**config.mk**
```make
export PLATFORM = sky130hd
export DESIGN_NAME = sdReader
export DESIGN_NICKNAME = d
export VERILOG_FILES = /design/src/sdPkg.sv /design/src/sdReader.sv /design/src/axiLiteRegs.sv /design/src/blockBuffer.sv /design/src/sdController.sv /design/src/spiShifter.sv
export SDC_FILE = /design/constraint.sdc
export NUM_CORES = 2
export LEC_CHECK = 0
export BUFFER_PORTS_ARGS = -buffer_cell sky130_fd_sc_hd__buf_2
export CORE_AREA = 2 2 704 706
export CTS_BUF_LIST = sky130_fd_sc_hd__clkbuf_16
export CTS_CLUSTER_DIAMETER = 60
export DETAILED_ROUTE_END_ITERATION = 12
export DIE_AREA = 0 0 706 708
export SLEW_MARGIN = 20
export SYNTH_ARGS = -nofsm -noshare
export SYNTH_HDL_FRONTEND = slang
export SYNTH_HIERARCHICAL = 1
export SYNTH_SLANG_ARGS = --single-unit
```
**constraint.sdc**
```tcl
create_clock -name clk -period 4.25 [get_ports clk]
set_input_delay 0.2125 -clock clk [delete_from_list [all_inputs] [get_ports clk]]
set_output_delay 0.2125 -clock clk [all_outputs]
set_load 0.1 [all_outputs]
```
**src/sdPkg.sv**
```systemverilog
package sdPkg;

    localparam int CLK_DIV = 4;               // System clocks per sdClk half period
    localparam int BLOCK_WORDS = 128;
    localparam int WORD_ADDR_W = 7;
    localparam int RESP_TIMEOUT_BYTES = 8;
    localparam int TOKEN_TIMEOUT_BYTES = 256;

    localparam logic [31:0] REG_CTRL = 32'h0000_0000;
    localparam logic [31:0] REG_BLOCK = 32'h0000_0004;
    localparam logic [31:0] REG_STATUS = 32'h0000_0008;
    localparam logic [31:0] BUF_BASE = 32'h0000_0200;

    typedef enum logic [5:0] {
        CMD0 = 6'd0,
        CMD8 = 6'd8,
        CMD16 = 6'd16,
        CMD17 = 6'd17,
        ACMD41 = 6'd41,
        CMD55 = 6'd55
    } sdCmd_e;

    typedef enum logic [4:0] {
        ST_IDLE,
        ST_CMD0,
        ST_CMD8,
        ST_CMD55,
        ST_ACMD41,
        ST_CMD16,
        ST_CMD17,
        ST_TOKEN,
        ST_DATA,
        ST_CRC,
        ST_DONE,
        ST_ERROR
    } ctrlState_e;

    typedef struct packed {
        logic [7:0] startIdx;                 // 01 plus command index
        logic [31:0] arg;
        logic [7:0] crcEnd;                   // CRC7 and end bit
    } sdCmdFrame_t;

    typedef struct packed {
        sdCmdFrame_t frame;
        logic send;
        logic [2:0] rxBytes;                  // 1 to 5
    } spiJob_t;

    typedef struct packed {
        logic [31:0] awaddr;
        logic awvalid;
        logic [31:0] wdata;
        logic [3:0] wstrb;
        logic wvalid;
        logic bready;
        logic [31:0] araddr;
        logic arvalid;
        logic rready;
    } axiLiteReq_t;

    typedef struct packed {
        logic awready;
        logic wready;
        logic bvalid;
        logic [1:0] bresp;
        logic arready;
        logic rvalid;
        logic [31:0] rdata;
        logic [1:0] rresp;
    } axiLiteResp_t;

endpackage
```
**src/sdReader.sv**
```systemverilog
module sdReader import sdPkg::*; (
    input  logic         clk,
    input  logic         rstN,
    input  axiLiteReq_t  axiReq,
    output axiLiteResp_t axiResp,
    output logic         sdClk,
    output logic         sdCs,
    output logic         sdMosi,
    input  logic         sdMiso
);
    logic                   start;
    logic [31:0]            blockNum;
    logic                   busy;
    logic                   done;
    logic                   error;
    spiJob_t                job;
    logic                   jobValid;
    logic                   jobBusy;
    logic                   jobDone;
    logic [39:0]            respData;
    logic                   timedOut;
    logic                   byteValid;
    logic [7:0]             rxByte;
    logic                   wrEn;
    logic [WORD_ADDR_W-1:0] wrAddr;
    logic [31:0]            wrData;
    logic [WORD_ADDR_W-1:0] rdAddr;
    logic [31:0]            rdData;

    spiShifter i_spiShifter (
        .clk(clk), .rstN(rstN), .job(job), .jobValid(jobValid), .jobBusy(jobBusy),
        .jobDone(jobDone), .respData(respData), .timedOut(timedOut),
        .byteValid(byteValid), .rxByte(rxByte),
        .sdClk(sdClk), .sdCs(sdCs), .sdMosi(sdMosi), .sdMiso(sdMiso)
    );

    sdController i_sdController (
        .clk(clk), .rstN(rstN), .start(start), .blockNum(blockNum),
        .busy(busy), .done(done), .error(error),
        .job(job), .jobValid(jobValid), .jobBusy(jobBusy), .jobDone(jobDone),
        .respData(respData), .timedOut(timedOut), .byteValid(byteValid), .rxByte(rxByte),
        .wrEn(wrEn), .wrAddr(wrAddr), .wrData(wrData)
    );

    blockBuffer i_blockBuffer (
        .clk(clk), .wrEn(wrEn), .wrAddr(wrAddr), .wrData(wrData),
        .rdAddr(rdAddr), .rdData(rdData)
    );

    axiLiteRegs i_axiLiteRegs (
        .clk(clk), .rstN(rstN), .axiReq(axiReq), .axiResp(axiResp),
        .start(start), .blockNum(blockNum), .busy(busy), .done(done), .error(error),
        .rdAddr(rdAddr), .rdData(rdData)
    );

endmodule

```
**src/axiLiteRegs.sv**
```systemverilog
module axiLiteRegs import sdPkg::*; (
    input  logic                   clk,
    input  logic                   rstN,
    input  axiLiteReq_t            axiReq,
    output axiLiteResp_t           axiResp,
    output logic                   start,
    output logic [31:0]            blockNum,
    input  logic                   busy,
    input  logic                   done,
    input  logic                   error,
    output logic [WORD_ADDR_W-1:0] rdAddr,
    input  logic [31:0]            rdData
);
    logic        bvalid;
    logic        rvalid;
    logic        rdPend;
    logic        wrFire;
    logic        rdFire;
    logic [31:0] rdSel;
    logic [31:0] rdataR;

    function automatic logic inBuffer(input logic [31:0] addr);
        return (addr & ~32'(BLOCK_WORDS * 4 - 1)) == BUF_BASE;
    endfunction

    assign wrFire = axiReq.awvalid && axiReq.wvalid && !bvalid;
    assign rdFire = axiReq.arvalid && !rdPend && !rvalid;
    assign rdAddr = axiReq.araddr[WORD_ADDR_W+1:2];  // Buffer read starts with the handshake

    assign axiResp.awready = !bvalid;
    assign axiResp.wready = !bvalid;
    assign axiResp.bvalid = bvalid;
    assign axiResp.bresp = 2'b00;
    assign axiResp.arready = !rdPend && !rvalid;
    assign axiResp.rvalid = rvalid;
    assign axiResp.rdata = rdataR;
    assign axiResp.rresp = 2'b00;

    always_ff @(posedge clk) begin
        if (!rstN) begin
            bvalid <= 1'b0;
            rvalid <= 1'b0;
            rdPend <= 1'b0;
            start <= 1'b0;
            blockNum <= '0;
        end else begin
            start <= 1'b0;
            if (wrFire) begin
                bvalid <= 1'b1;
                if (axiReq.awaddr == REG_CTRL && axiReq.wstrb[0] && axiReq.wdata[0] && !busy) begin
                    start <= 1'b1;
                end
                if (axiReq.awaddr == REG_BLOCK) begin
                    for (int i = 0; i < 4; i++) begin
                        if (axiReq.wstrb[i]) blockNum[8*i +: 8] <= axiReq.wdata[8*i +: 8];
                    end
                end
            end else if (axiReq.bready) begin
                bvalid <= 1'b0;
            end
            if (rdFire) begin
                rdPend <= 1'b1;
            end else if (rdPend) begin
                rdPend <= 1'b0;
                rvalid <= 1'b1;
            end else if (axiReq.rready) begin
                rvalid <= 1'b0;
            end
        end
    end

    always_ff @(posedge clk) begin
        if (rdFire) begin
            rdSel <= axiReq.araddr;
        end
        if (rdPend) begin
            if (inBuffer(rdSel)) begin
                rdataR <= rdData;
            end else begin
                case (rdSel)
                    REG_BLOCK: rdataR <= blockNum;
                    REG_STATUS: rdataR <= {29'd0, error, done, busy};
                    default: rdataR <= '0;   // CTRL reads back zero
                endcase
            end
        end
    end

    assert property (@(posedge clk) disable iff (!rstN) bvalid && !axiReq.bready |=> bvalid);
    assert property (@(posedge clk) disable iff (!rstN)
        rvalid && !axiReq.rready |=> rvalid && $stable(rdataR));

endmodule

```
**src/blockBuffer.sv**
```systemverilog
module blockBuffer import sdPkg::*; (
    input  logic                   clk,
    input  logic                   wrEn,
    input  logic [WORD_ADDR_W-1:0] wrAddr,
    input  logic [31:0]            wrData,
    input  logic [WORD_ADDR_W-1:0] rdAddr,
    output logic [31:0]            rdData
);
    logic [31:0] mem [BLOCK_WORDS];

    // Power-up contents read as zero
    initial begin
        for (int i = 0; i < BLOCK_WORDS; i++) begin
            mem[i] = '0;
        end
    end

    always_ff @(posedge clk) begin
        if (wrEn) begin
            mem[wrAddr] <= wrData;
        end
        rdData <= mem[rdAddr];
    end

endmodule

```
**src/sdController.sv**
```systemverilog
module sdController import sdPkg::*; (
    input  logic                   clk,
    input  logic                   rstN,
    input  logic                   start,
    input  logic [31:0]            blockNum,
    output logic                   busy,
    output logic                   done,
    output logic                   error,
    output spiJob_t                job,
    output logic                   jobValid,
    input  logic                   jobBusy,
    input  logic                   jobDone,
    input  logic [39:0]            respData,
    input  logic                   timedOut,
    input  logic                   byteValid,
    input  logic [7:0]             rxByte,
    output logic                   wrEn,
    output logic [WORD_ADDR_W-1:0] wrAddr,
    output logic [31:0]            wrData
);
    ctrlState_e             state;
    logic                   waiting;
    logic [7:0]             tokenCnt;
    logic [WORD_ADDR_W-1:0] wordCnt;
    logic [1:0]             byteIdx;
    logic [31:0]            blockLat;
    logic [23:0]            packReg;
    logic [7:0]             r1;

    assign r1 = respData[7:0];
    assign busy = !(state inside {ST_IDLE, ST_DONE, ST_ERROR});
    assign done = (state == ST_DONE);
    assign error = (state == ST_ERROR);

    function automatic spiJob_t cmdJob(input sdCmd_e cmd, input logic [31:0] arg,
                                       input logic [7:0] crcEnd, input logic [2:0] rxBytes);
        spiJob_t j;
        j.frame.startIdx = {2'b01, cmd};
        j.frame.arg = arg;
        j.frame.crcEnd = crcEnd;
        j.send = 1'b1;
        j.rxBytes = rxBytes;
        return j;
    endfunction

    always_comb begin
        job = cmdJob(CMD0, 32'h0, 8'h95, 3'd1);
        case (state)
            ST_CMD8: job = cmdJob(CMD8, 32'h0000_01AA, 8'h87, 3'd5);  // R7 is five bytes
            ST_CMD55: job = cmdJob(CMD55, 32'h0, 8'h65, 3'd1);
            ST_ACMD41: job = cmdJob(ACMD41, 32'h4000_0000, 8'h77, 3'd1);  // HCS set
            ST_CMD16: job = cmdJob(CMD16, 32'h0000_0200, 8'h15, 3'd1);
            ST_CMD17: job = cmdJob(CMD17, blockLat, 8'hFF, 3'd1);
            ST_TOKEN: job.send = 1'b0;
            ST_DATA: begin
                job.send = 1'b0;
                job.rxBytes = 3'd4;
            end
            ST_CRC: begin
                job.send = 1'b0;
                job.rxBytes = 3'd2;
            end
            default: ;
        endcase
    end

    always_ff @(posedge clk) begin
        if (!rstN) begin
            state <= ST_IDLE;
            waiting <= 1'b0;
            jobValid <= 1'b0;
            wrEn <= 1'b0;
            tokenCnt <= '0;
            wordCnt <= '0;
            byteIdx <= '0;
        end else begin
            jobValid <= 1'b0;
            wrEn <= 1'b0;
            if (!busy) begin
                waiting <= 1'b0;
                if (start) begin
                    state <= ST_CMD0;
                end
            end else if (!waiting) begin
                if (!jobBusy) begin
                    jobValid <= 1'b1;
                    waiting <= 1'b1;
                end
            end else if (jobDone) begin
                waiting <= 1'b0;
                if (timedOut) begin
                    state <= ST_ERROR;
                end else begin
                    case (state)
                        ST_CMD0: if (r1 == 8'h01) state <= ST_CMD8;  // Else resend CMD0
                        ST_CMD8: begin
                            if (respData == 40'h01_0000_01AA) state <= ST_CMD55;
                            else state <= ST_ERROR;
                        end
                        ST_CMD55: state <= (r1[7:1] == 7'd0) ? ST_ACMD41 : ST_ERROR;
                        ST_ACMD41: begin
                            if (r1 == 8'h00) state <= ST_CMD16;
                            else if (r1 == 8'h01) state <= ST_CMD55;  // Card still busy
                            else state <= ST_ERROR;
                        end
                        ST_CMD16: state <= (r1 == 8'h00) ? ST_CMD17 : ST_ERROR;
                        ST_CMD17: begin
                            tokenCnt <= '0;
                            state <= (r1 == 8'h00) ? ST_TOKEN : ST_ERROR;
                        end
                        ST_TOKEN: begin
                            tokenCnt <= tokenCnt + 1'b1;
                            if (r1 == 8'hFE) begin
                                wordCnt <= '0;
                                byteIdx <= '0;
                                state <= ST_DATA;
                            end else if (tokenCnt == 8'(TOKEN_TIMEOUT_BYTES - 1)) begin
                                state <= ST_ERROR;
                            end
                        end
                        ST_DATA: if (wordCnt == '0) state <= ST_CRC;  // Wrapped after last word
                        ST_CRC: state <= ST_DONE;
                        default: state <= ST_ERROR;
                    endcase
                end
            end
            if (state == ST_DATA && byteValid) begin
                byteIdx <= byteIdx + 1'b1;
                if (byteIdx == 2'd3) begin
                    wrEn <= 1'b1;
                    wordCnt <= wordCnt + 1'b1;
                end
            end
        end
    end

    always_ff @(posedge clk) begin
        if (!busy && start) begin
            blockLat <= blockNum;
        end
        if (state == ST_DATA && byteValid) begin
            packReg <= {packReg[15:0], rxByte};
            if (byteIdx == 2'd3) begin
                wrData <= {packReg, rxByte};   // First byte lands in 31:24
                wrAddr <= wordCnt;
            end
        end
    end

endmodule

```
**src/spiShifter.sv**
```systemverilog
module spiShifter import sdPkg::*; (
    input  logic        clk,
    input  logic        rstN,
    input  spiJob_t     job,
    input  logic        jobValid,
    output logic        jobBusy,
    output logic        jobDone,
    output logic [39:0] respData,
    output logic        timedOut,
    output logic        byteValid,
    output logic [7:0]  rxByte,
    output logic        sdClk,
    output logic        sdCs,
    output logic        sdMosi,
    input  logic        sdMiso
);
    typedef enum logic [2:0] {PH_IDLE, PH_LEAD, PH_SEND, PH_HUNT, PH_RECV} phase_e;

    phase_e      phase;
    logic [7:0]  divCnt;
    logic        tick;
    logic [3:0]  leadCnt;
    logic [5:0]  bitCnt;
    logic [3:0]  huntCnt;
    logic [2:0]  bytesLeft;
    logic        sendJob;
    logic [47:0] txShift;

    assign tick = (divCnt == 8'(CLK_DIV - 1));  // One sdClk half period
    assign jobBusy = (phase != PH_IDLE);

    always_ff @(posedge clk) begin
        if (!rstN || tick) begin
            divCnt <= '0;
        end else begin
            divCnt <= divCnt + 1'b1;
        end
    end

    always_ff @(posedge clk) begin
        if (!rstN) begin
            phase <= PH_IDLE;
            sdClk <= 1'b0;
            sdCs <= 1'b1;
            sdMosi <= 1'b1;
            jobDone <= 1'b0;
            timedOut <= 1'b0;
            byteValid <= 1'b0;
            rxByte <= '0;
            respData <= '0;
            leadCnt <= '0;
            bitCnt <= '0;
            huntCnt <= '0;
            bytesLeft <= '0;
            sendJob <= 1'b0;
            txShift <= '0;
        end else begin
            jobDone <= 1'b0;
            byteValid <= 1'b0;
            case (phase)
                PH_IDLE: begin
                    sdCs <= 1'b1;
                    sdMosi <= 1'b1;
                    sdClk <= 1'b0;
                    if (jobValid) begin
                        txShift <= job.frame;
                        sendJob <= job.send;
                        bytesLeft <= job.rxBytes;
                        leadCnt <= '0;
                        timedOut <= 1'b0;
                        phase <= PH_LEAD;
                    end
                end
                PH_LEAD: if (tick) begin
                    sdClk <= ~sdClk;            // Dummy clocks with CS high
                    leadCnt <= leadCnt + 1'b1;
                    if (leadCnt == 4'd15) begin
                        sdCs <= 1'b0;
                        bitCnt <= '0;
                        huntCnt <= '0;
                        if (sendJob) begin
                            sdMosi <= txShift[47];
                            txShift <= {txShift[46:0], 1'b1};
                            phase <= PH_SEND;
                        end else begin
                            phase <= PH_RECV;
                        end
                    end
                end
                PH_SEND: if (tick) begin
                    sdClk <= ~sdClk;
                    if (!sdClk) begin
                        bitCnt <= bitCnt + 1'b1;  // Card samples on rise
                    end else if (bitCnt == 6'd48) begin
                        sdMosi <= 1'b1;
                        bitCnt <= '0;
                        phase <= PH_HUNT;
                    end else begin
                        sdMosi <= txShift[47];
                        txShift <= {txShift[46:0], 1'b1};
                    end
                end
                PH_HUNT: if (tick) begin
                    sdClk <= ~sdClk;
                    if (!sdClk) begin
                        if (bitCnt[2:0] == 3'd0 && !sdMiso) begin
                            respData <= {respData[38:0], 1'b0};
                            bitCnt <= 6'd1;
                            phase <= PH_RECV;
                        end else begin
                            bitCnt <= bitCnt + 1'b1;
                            if (bitCnt[2:0] == 3'd7) begin
                                huntCnt <= huntCnt + 1'b1;
                                if (huntCnt == 4'(RESP_TIMEOUT_BYTES - 1)) begin
                                    timedOut <= 1'b1;
                                    bytesLeft <= '0;  // Finish on next fall
                                    phase <= PH_RECV;
                                end
                            end
                        end
                    end
                end
                PH_RECV: if (tick) begin
                    sdClk <= ~sdClk;
                    if (!sdClk) begin
                        respData <= {respData[38:0], sdMiso};
                        bitCnt <= bitCnt + 1'b1;
                        if (bitCnt[2:0] == 3'd7) begin
                            rxByte <= {respData[6:0], sdMiso};
                            byteValid <= 1'b1;
                            bytesLeft <= bytesLeft - 1'b1;
                        end
                    end else if (bytesLeft == '0) begin
                        jobDone <= 1'b1;        // CS rises in idle
                        phase <= PH_IDLE;
                    end
                end
                default: phase <= PH_IDLE;
            endcase
        end
    end

    // Controller must wait for the previous job to finish
    assert property (@(posedge clk) disable iff (!rstN) jobValid |-> !jobBusy);

endmodule

```
==> impl_metrics.json <==
{
  "first_global_vias": 83800,
  "fmaxAchievable_mhz": 285,
  "number_of_enable_flip_flop_cells_after_synthesis": 4255,
  "hold_path_startpoint": "axiReq[5]",
  "holdCritPathClass": "in2reg",
  "synth.cells.most_frequent": "sky130_fd_sc_hd__edfxtp_1, sky130_fd_sc_hd__mux4_2, sky130_fd_sc_hd__clkbuf_1",
  "fin_crit_sh": 0.825,
  "syn_inst": 7381,
  "crit_path_cell_trace": "nor2b_1, nand3b_1, buf_4, nor2_4, buf_4",
  "worstSetupStartpointType": "register",
  "clock-root-buffer": "sky130_fd_sc_hd__clkbuf_16",
  "crit_fanout": 32,
  "tritoncts.num_buffers": 432,
  "sequential_fraction_of_the_synthesis_area": 0.769,
  "worstRegToRegCells": 5,
  "synth.lib_cells_used.distinct": 87,
  "clock_tree_from_tritoncts": "yes",
  "timing.hold.worst_path_depth": 2,
  "wl_per_cell_um": 31.4,
  "max-cap-violations": 0,
  "grt_setup_unrepaired": "no",
  "max_stage_delay_ps": 750,
  "detailedRoute.firstPassIterationCount": 5,
  "die_height_um": 708,
  "leakage_nw": 62.3,
  "port-buffer-count": 147,
  "cts_resized": 0,
  "timing.final.crit_period_ps": 3510,
  "antenna_left": 0,
  "synth_top_family_by_area": "multiplexers",
  "all_layer_gr_usage": 0.184,
  "drv_slew": 0,
  "first_pass_grt_wire_length_um": 655000,
  "critPathBufInv": 2,
  "post-synth-top-area-cell": "sky130_fd_sc_hd__edfxtp_1",
  "critPathRequiredTime_ps": 4840,
  "post_synth_fa_ha_maj_area_fraction": 0.000874,
  "yosys_warnings": 6,
  "finish_stage_setup_viols": 0,
  "floorplan.rows": 258,
  "mappedNetlistArea_mm2": 0.172,
  "final.hold.worst_slack_ps": 137,
  "slew_headroom": 0.181,
  "routed-via-count": 84000,
  "detailedRoute.firstIterationViolations": 11500,
  "final_hold_viol_count": 0,
  "critical_path.endpoint_type": "register",
  "post_synth_and_or_nand_nor_area_fraction": 0.0198,
  "worstSetupPathType": "reg2reg",
  "cts.path.max_buffers": 4,
  "reg2reg_slack_ps": 740,
  "final_standard_cell_count_with_taps_included_and_fillers_excluded": 15000,
  "floorplan.initialDensity": 0.349,
  "worstPathArrival_ps": 4100,
  "yosysTopAreaCellShare": 0.743,
  "grt_max_degree": 134,
  "synth-compound-area-share": 0.0131,
  "drive_above_1_share": 0.333,
  "overall_overflow_remaining_after_global_route": 0,
  "yosysMostFrequentCell": "sky130_fd_sc_hd__edfxtp_1",
  "dominantRegCellSynth": "sky130_fd_sc_hd__edfxtp_1",
  "coreArea_mm2": 0.492,
  "syn-mean-instance-area_um2": 23.3,
  "clock_latency_ps": 1020,
  "crit_slowest_cell": "sky130_fd_sc_hd__nand3b_1",
  "fin_setup_tns_ps": 0,
  "ioPinCount": 152,
  "hold_end": "i_axiLiteRegs/rdSel[3]",
  "reg2reg_to": "i_blockBuffer/mem[36][21]",
  "power.ir.vdd_worst_mv": 0.407,
  "async_set_or_reset_register_ratio_after_synthesis": 0,
  "postSynthRegisterBits": 4478,
  "synth_top_cells_by_area": "sky130_fd_sc_hd__edfxtp_1, sky130_fd_sc_hd__mux4_2, sky130_fd_sc_hd__dfxtp_1",
  "muxShareOfSynthArea": 0.184,
  "status": "finished, final reports clean",
  "antenna_violations_before_repair": 46,
  "synthXorXnorAreaFrac": 0.000968,
  "r2r_start": "i_sdController/wrAddr[2]",
  "worst_clock_skew_ps": 60.7,
  "critical_path.most_common_cell": "sky130_fd_sc_hd__buf_4",
  "place_congestion": 0.824,
  "placed_cells": 14000,
  "vias_per_cell": 5.61,
  "totalWireLength_um": 470000,
  "critPathTopFamily": "simple AND/OR/NAND/NOR gates",
  "dieArea_mm2": 0.500,
  "clkTransAtPathRegs_ps": 70,
  "die_w_um": 706,
  "cts_num_sinks": 4478,
  "place.detailed.hpwl_um": 265000,
  "num-nets-final": 8203,
  "total_power_divided_by_cell_area_mw_per_mm2": 458,
  "worst-slew-pin-transition_ps": 1230,
  "drc_errors": 0,
  "h_tree_levels": 5,
  "syn_to_final_growth_pct": 16.5,
  "p_total_mw": 91.8
}
## report_power, final
part | switching, mW | internal [mW] | leakage [nW]
clock | 16.8 | 22.2 | 7.32
combinational | 2.43 | 2.15 | 14.8
sequential | 0.347 | 47.8 | 40.1
total | 19.6 | 72.2 | 62.3
## flip-flops by register name (all words and copies together), names as in the netlist, 24 cells and up
signal / cells
i_axiLiteRegs/blockNum: 32
i_spiShifter/txShift: 48
i_blockBuffer/mem: 4096
i_blockBuffer/rdData: 32
i_axiLiteRegs/rdataR: 32
i_sdController/packReg: 24
i_sdController/wrData: 32
i_axiLiteRegs/rdSel: 32
i_spiShifter/respData: 40
i_sdController/blockLat: 32
## metrics by stage
| step | utilization | worst slack [ps] | instance area [um^2] |
|---|---|---|---|
| 6_report | 0.407 | 742 | 200000 |
| 5_1_grt | 0.407 | 758 | 200000 |
| 4_1_cts | 0.407 | 864 | 200000 |
| 3_5_place_dp | 0.374 | 429 | 184000 |
| 3_3_place_gp | 0.374 | 412 | 184000 |
| 2_1_floorplan | - | 784 | 172000 |
## layout by cell type, fill, tap and decap left out, drive strengths merged, types with 6 or more instances in the layout
cell type and instances:
a21oi 82, a22oi 33, and2 28, and3 13, buf 530, bufinv 57, clkbuf 436, clkinv 205
clkinvlp 28, conb 8, dfxtp 223, diode 21, dlygate4sd3 162, edfxtp 4255, ha 12, inv 108
mux2 79, mux2i 41, mux4 1344, nand2 204, nand2b 12, nand3 43, nand3b 10, nand4 16
nand4b 6, nor2 220, nor2b 17, nor3 16, nor4 30, nor4b 7, o211ai 6, o21a 8
o21ai 20, o21bai 51, o311a 48, or3 11, or4 10, xor2 16
## repair_timing
action,CTS,global route
hold buffers,162,0
setup buffers,0,0
hold endpoints to repair,160,0
## cells by family (layout without fill, tap and decap cells)
family / Yosys count / after routing
DFF: 4478 / 4478
muxes: 1464 / 1464
and+or+nand+nor: 666 / 666
buffers and inverters: 449 / 1526
AOI/OAI and AO/OA: 290 / 290
xor gates and xnor gates: 19 / 19
adders and majority gates: 12 / 12
other: 3 / 29
## area by class of cell
type	count	area (um^2)
inverters	20	76.3
fillers	42100	292000
flip-flops and latches	4478	132000
clock buffers	436	10900
repair buffers	692	6650
diodes	21	52.6
clock inverters	378	3610
well taps	6500	8130
multi-input cells	2459	38600
## worst max path at each step
stage	from	to	slack, ps	cells past startpoint
after floorplan	i_axiLiteRegs/rdPend	i_axiLiteRegs/rdSel[0]	780	2
after global placement	axiReq[4]	i_blockBuffer/rdData[5]	410	8
after detailed placement	axiReq[4]	i_blockBuffer/rdData[5]	430	8
after CTS	i_sdController/wrAddr[1]	i_blockBuffer/mem[36][21]	860	5
after global routing	i_sdController/wrAddr[1]	i_blockBuffer/mem[36][19]	760	5
final	i_sdController/wrAddr[2]	i_blockBuffer/mem[36][21]	740	5
## per-layer routing
layer	up-vias	global-route usage	routed length (um)
li1	32900	-	-
met3	579	0.0331	45500
met5	-	0	41
met1	46100	0.257	187000
met2	4423	0.300	227000
met4	8	0.0454	11200
No activity file was read; power rests on OpenSTA's default activity.
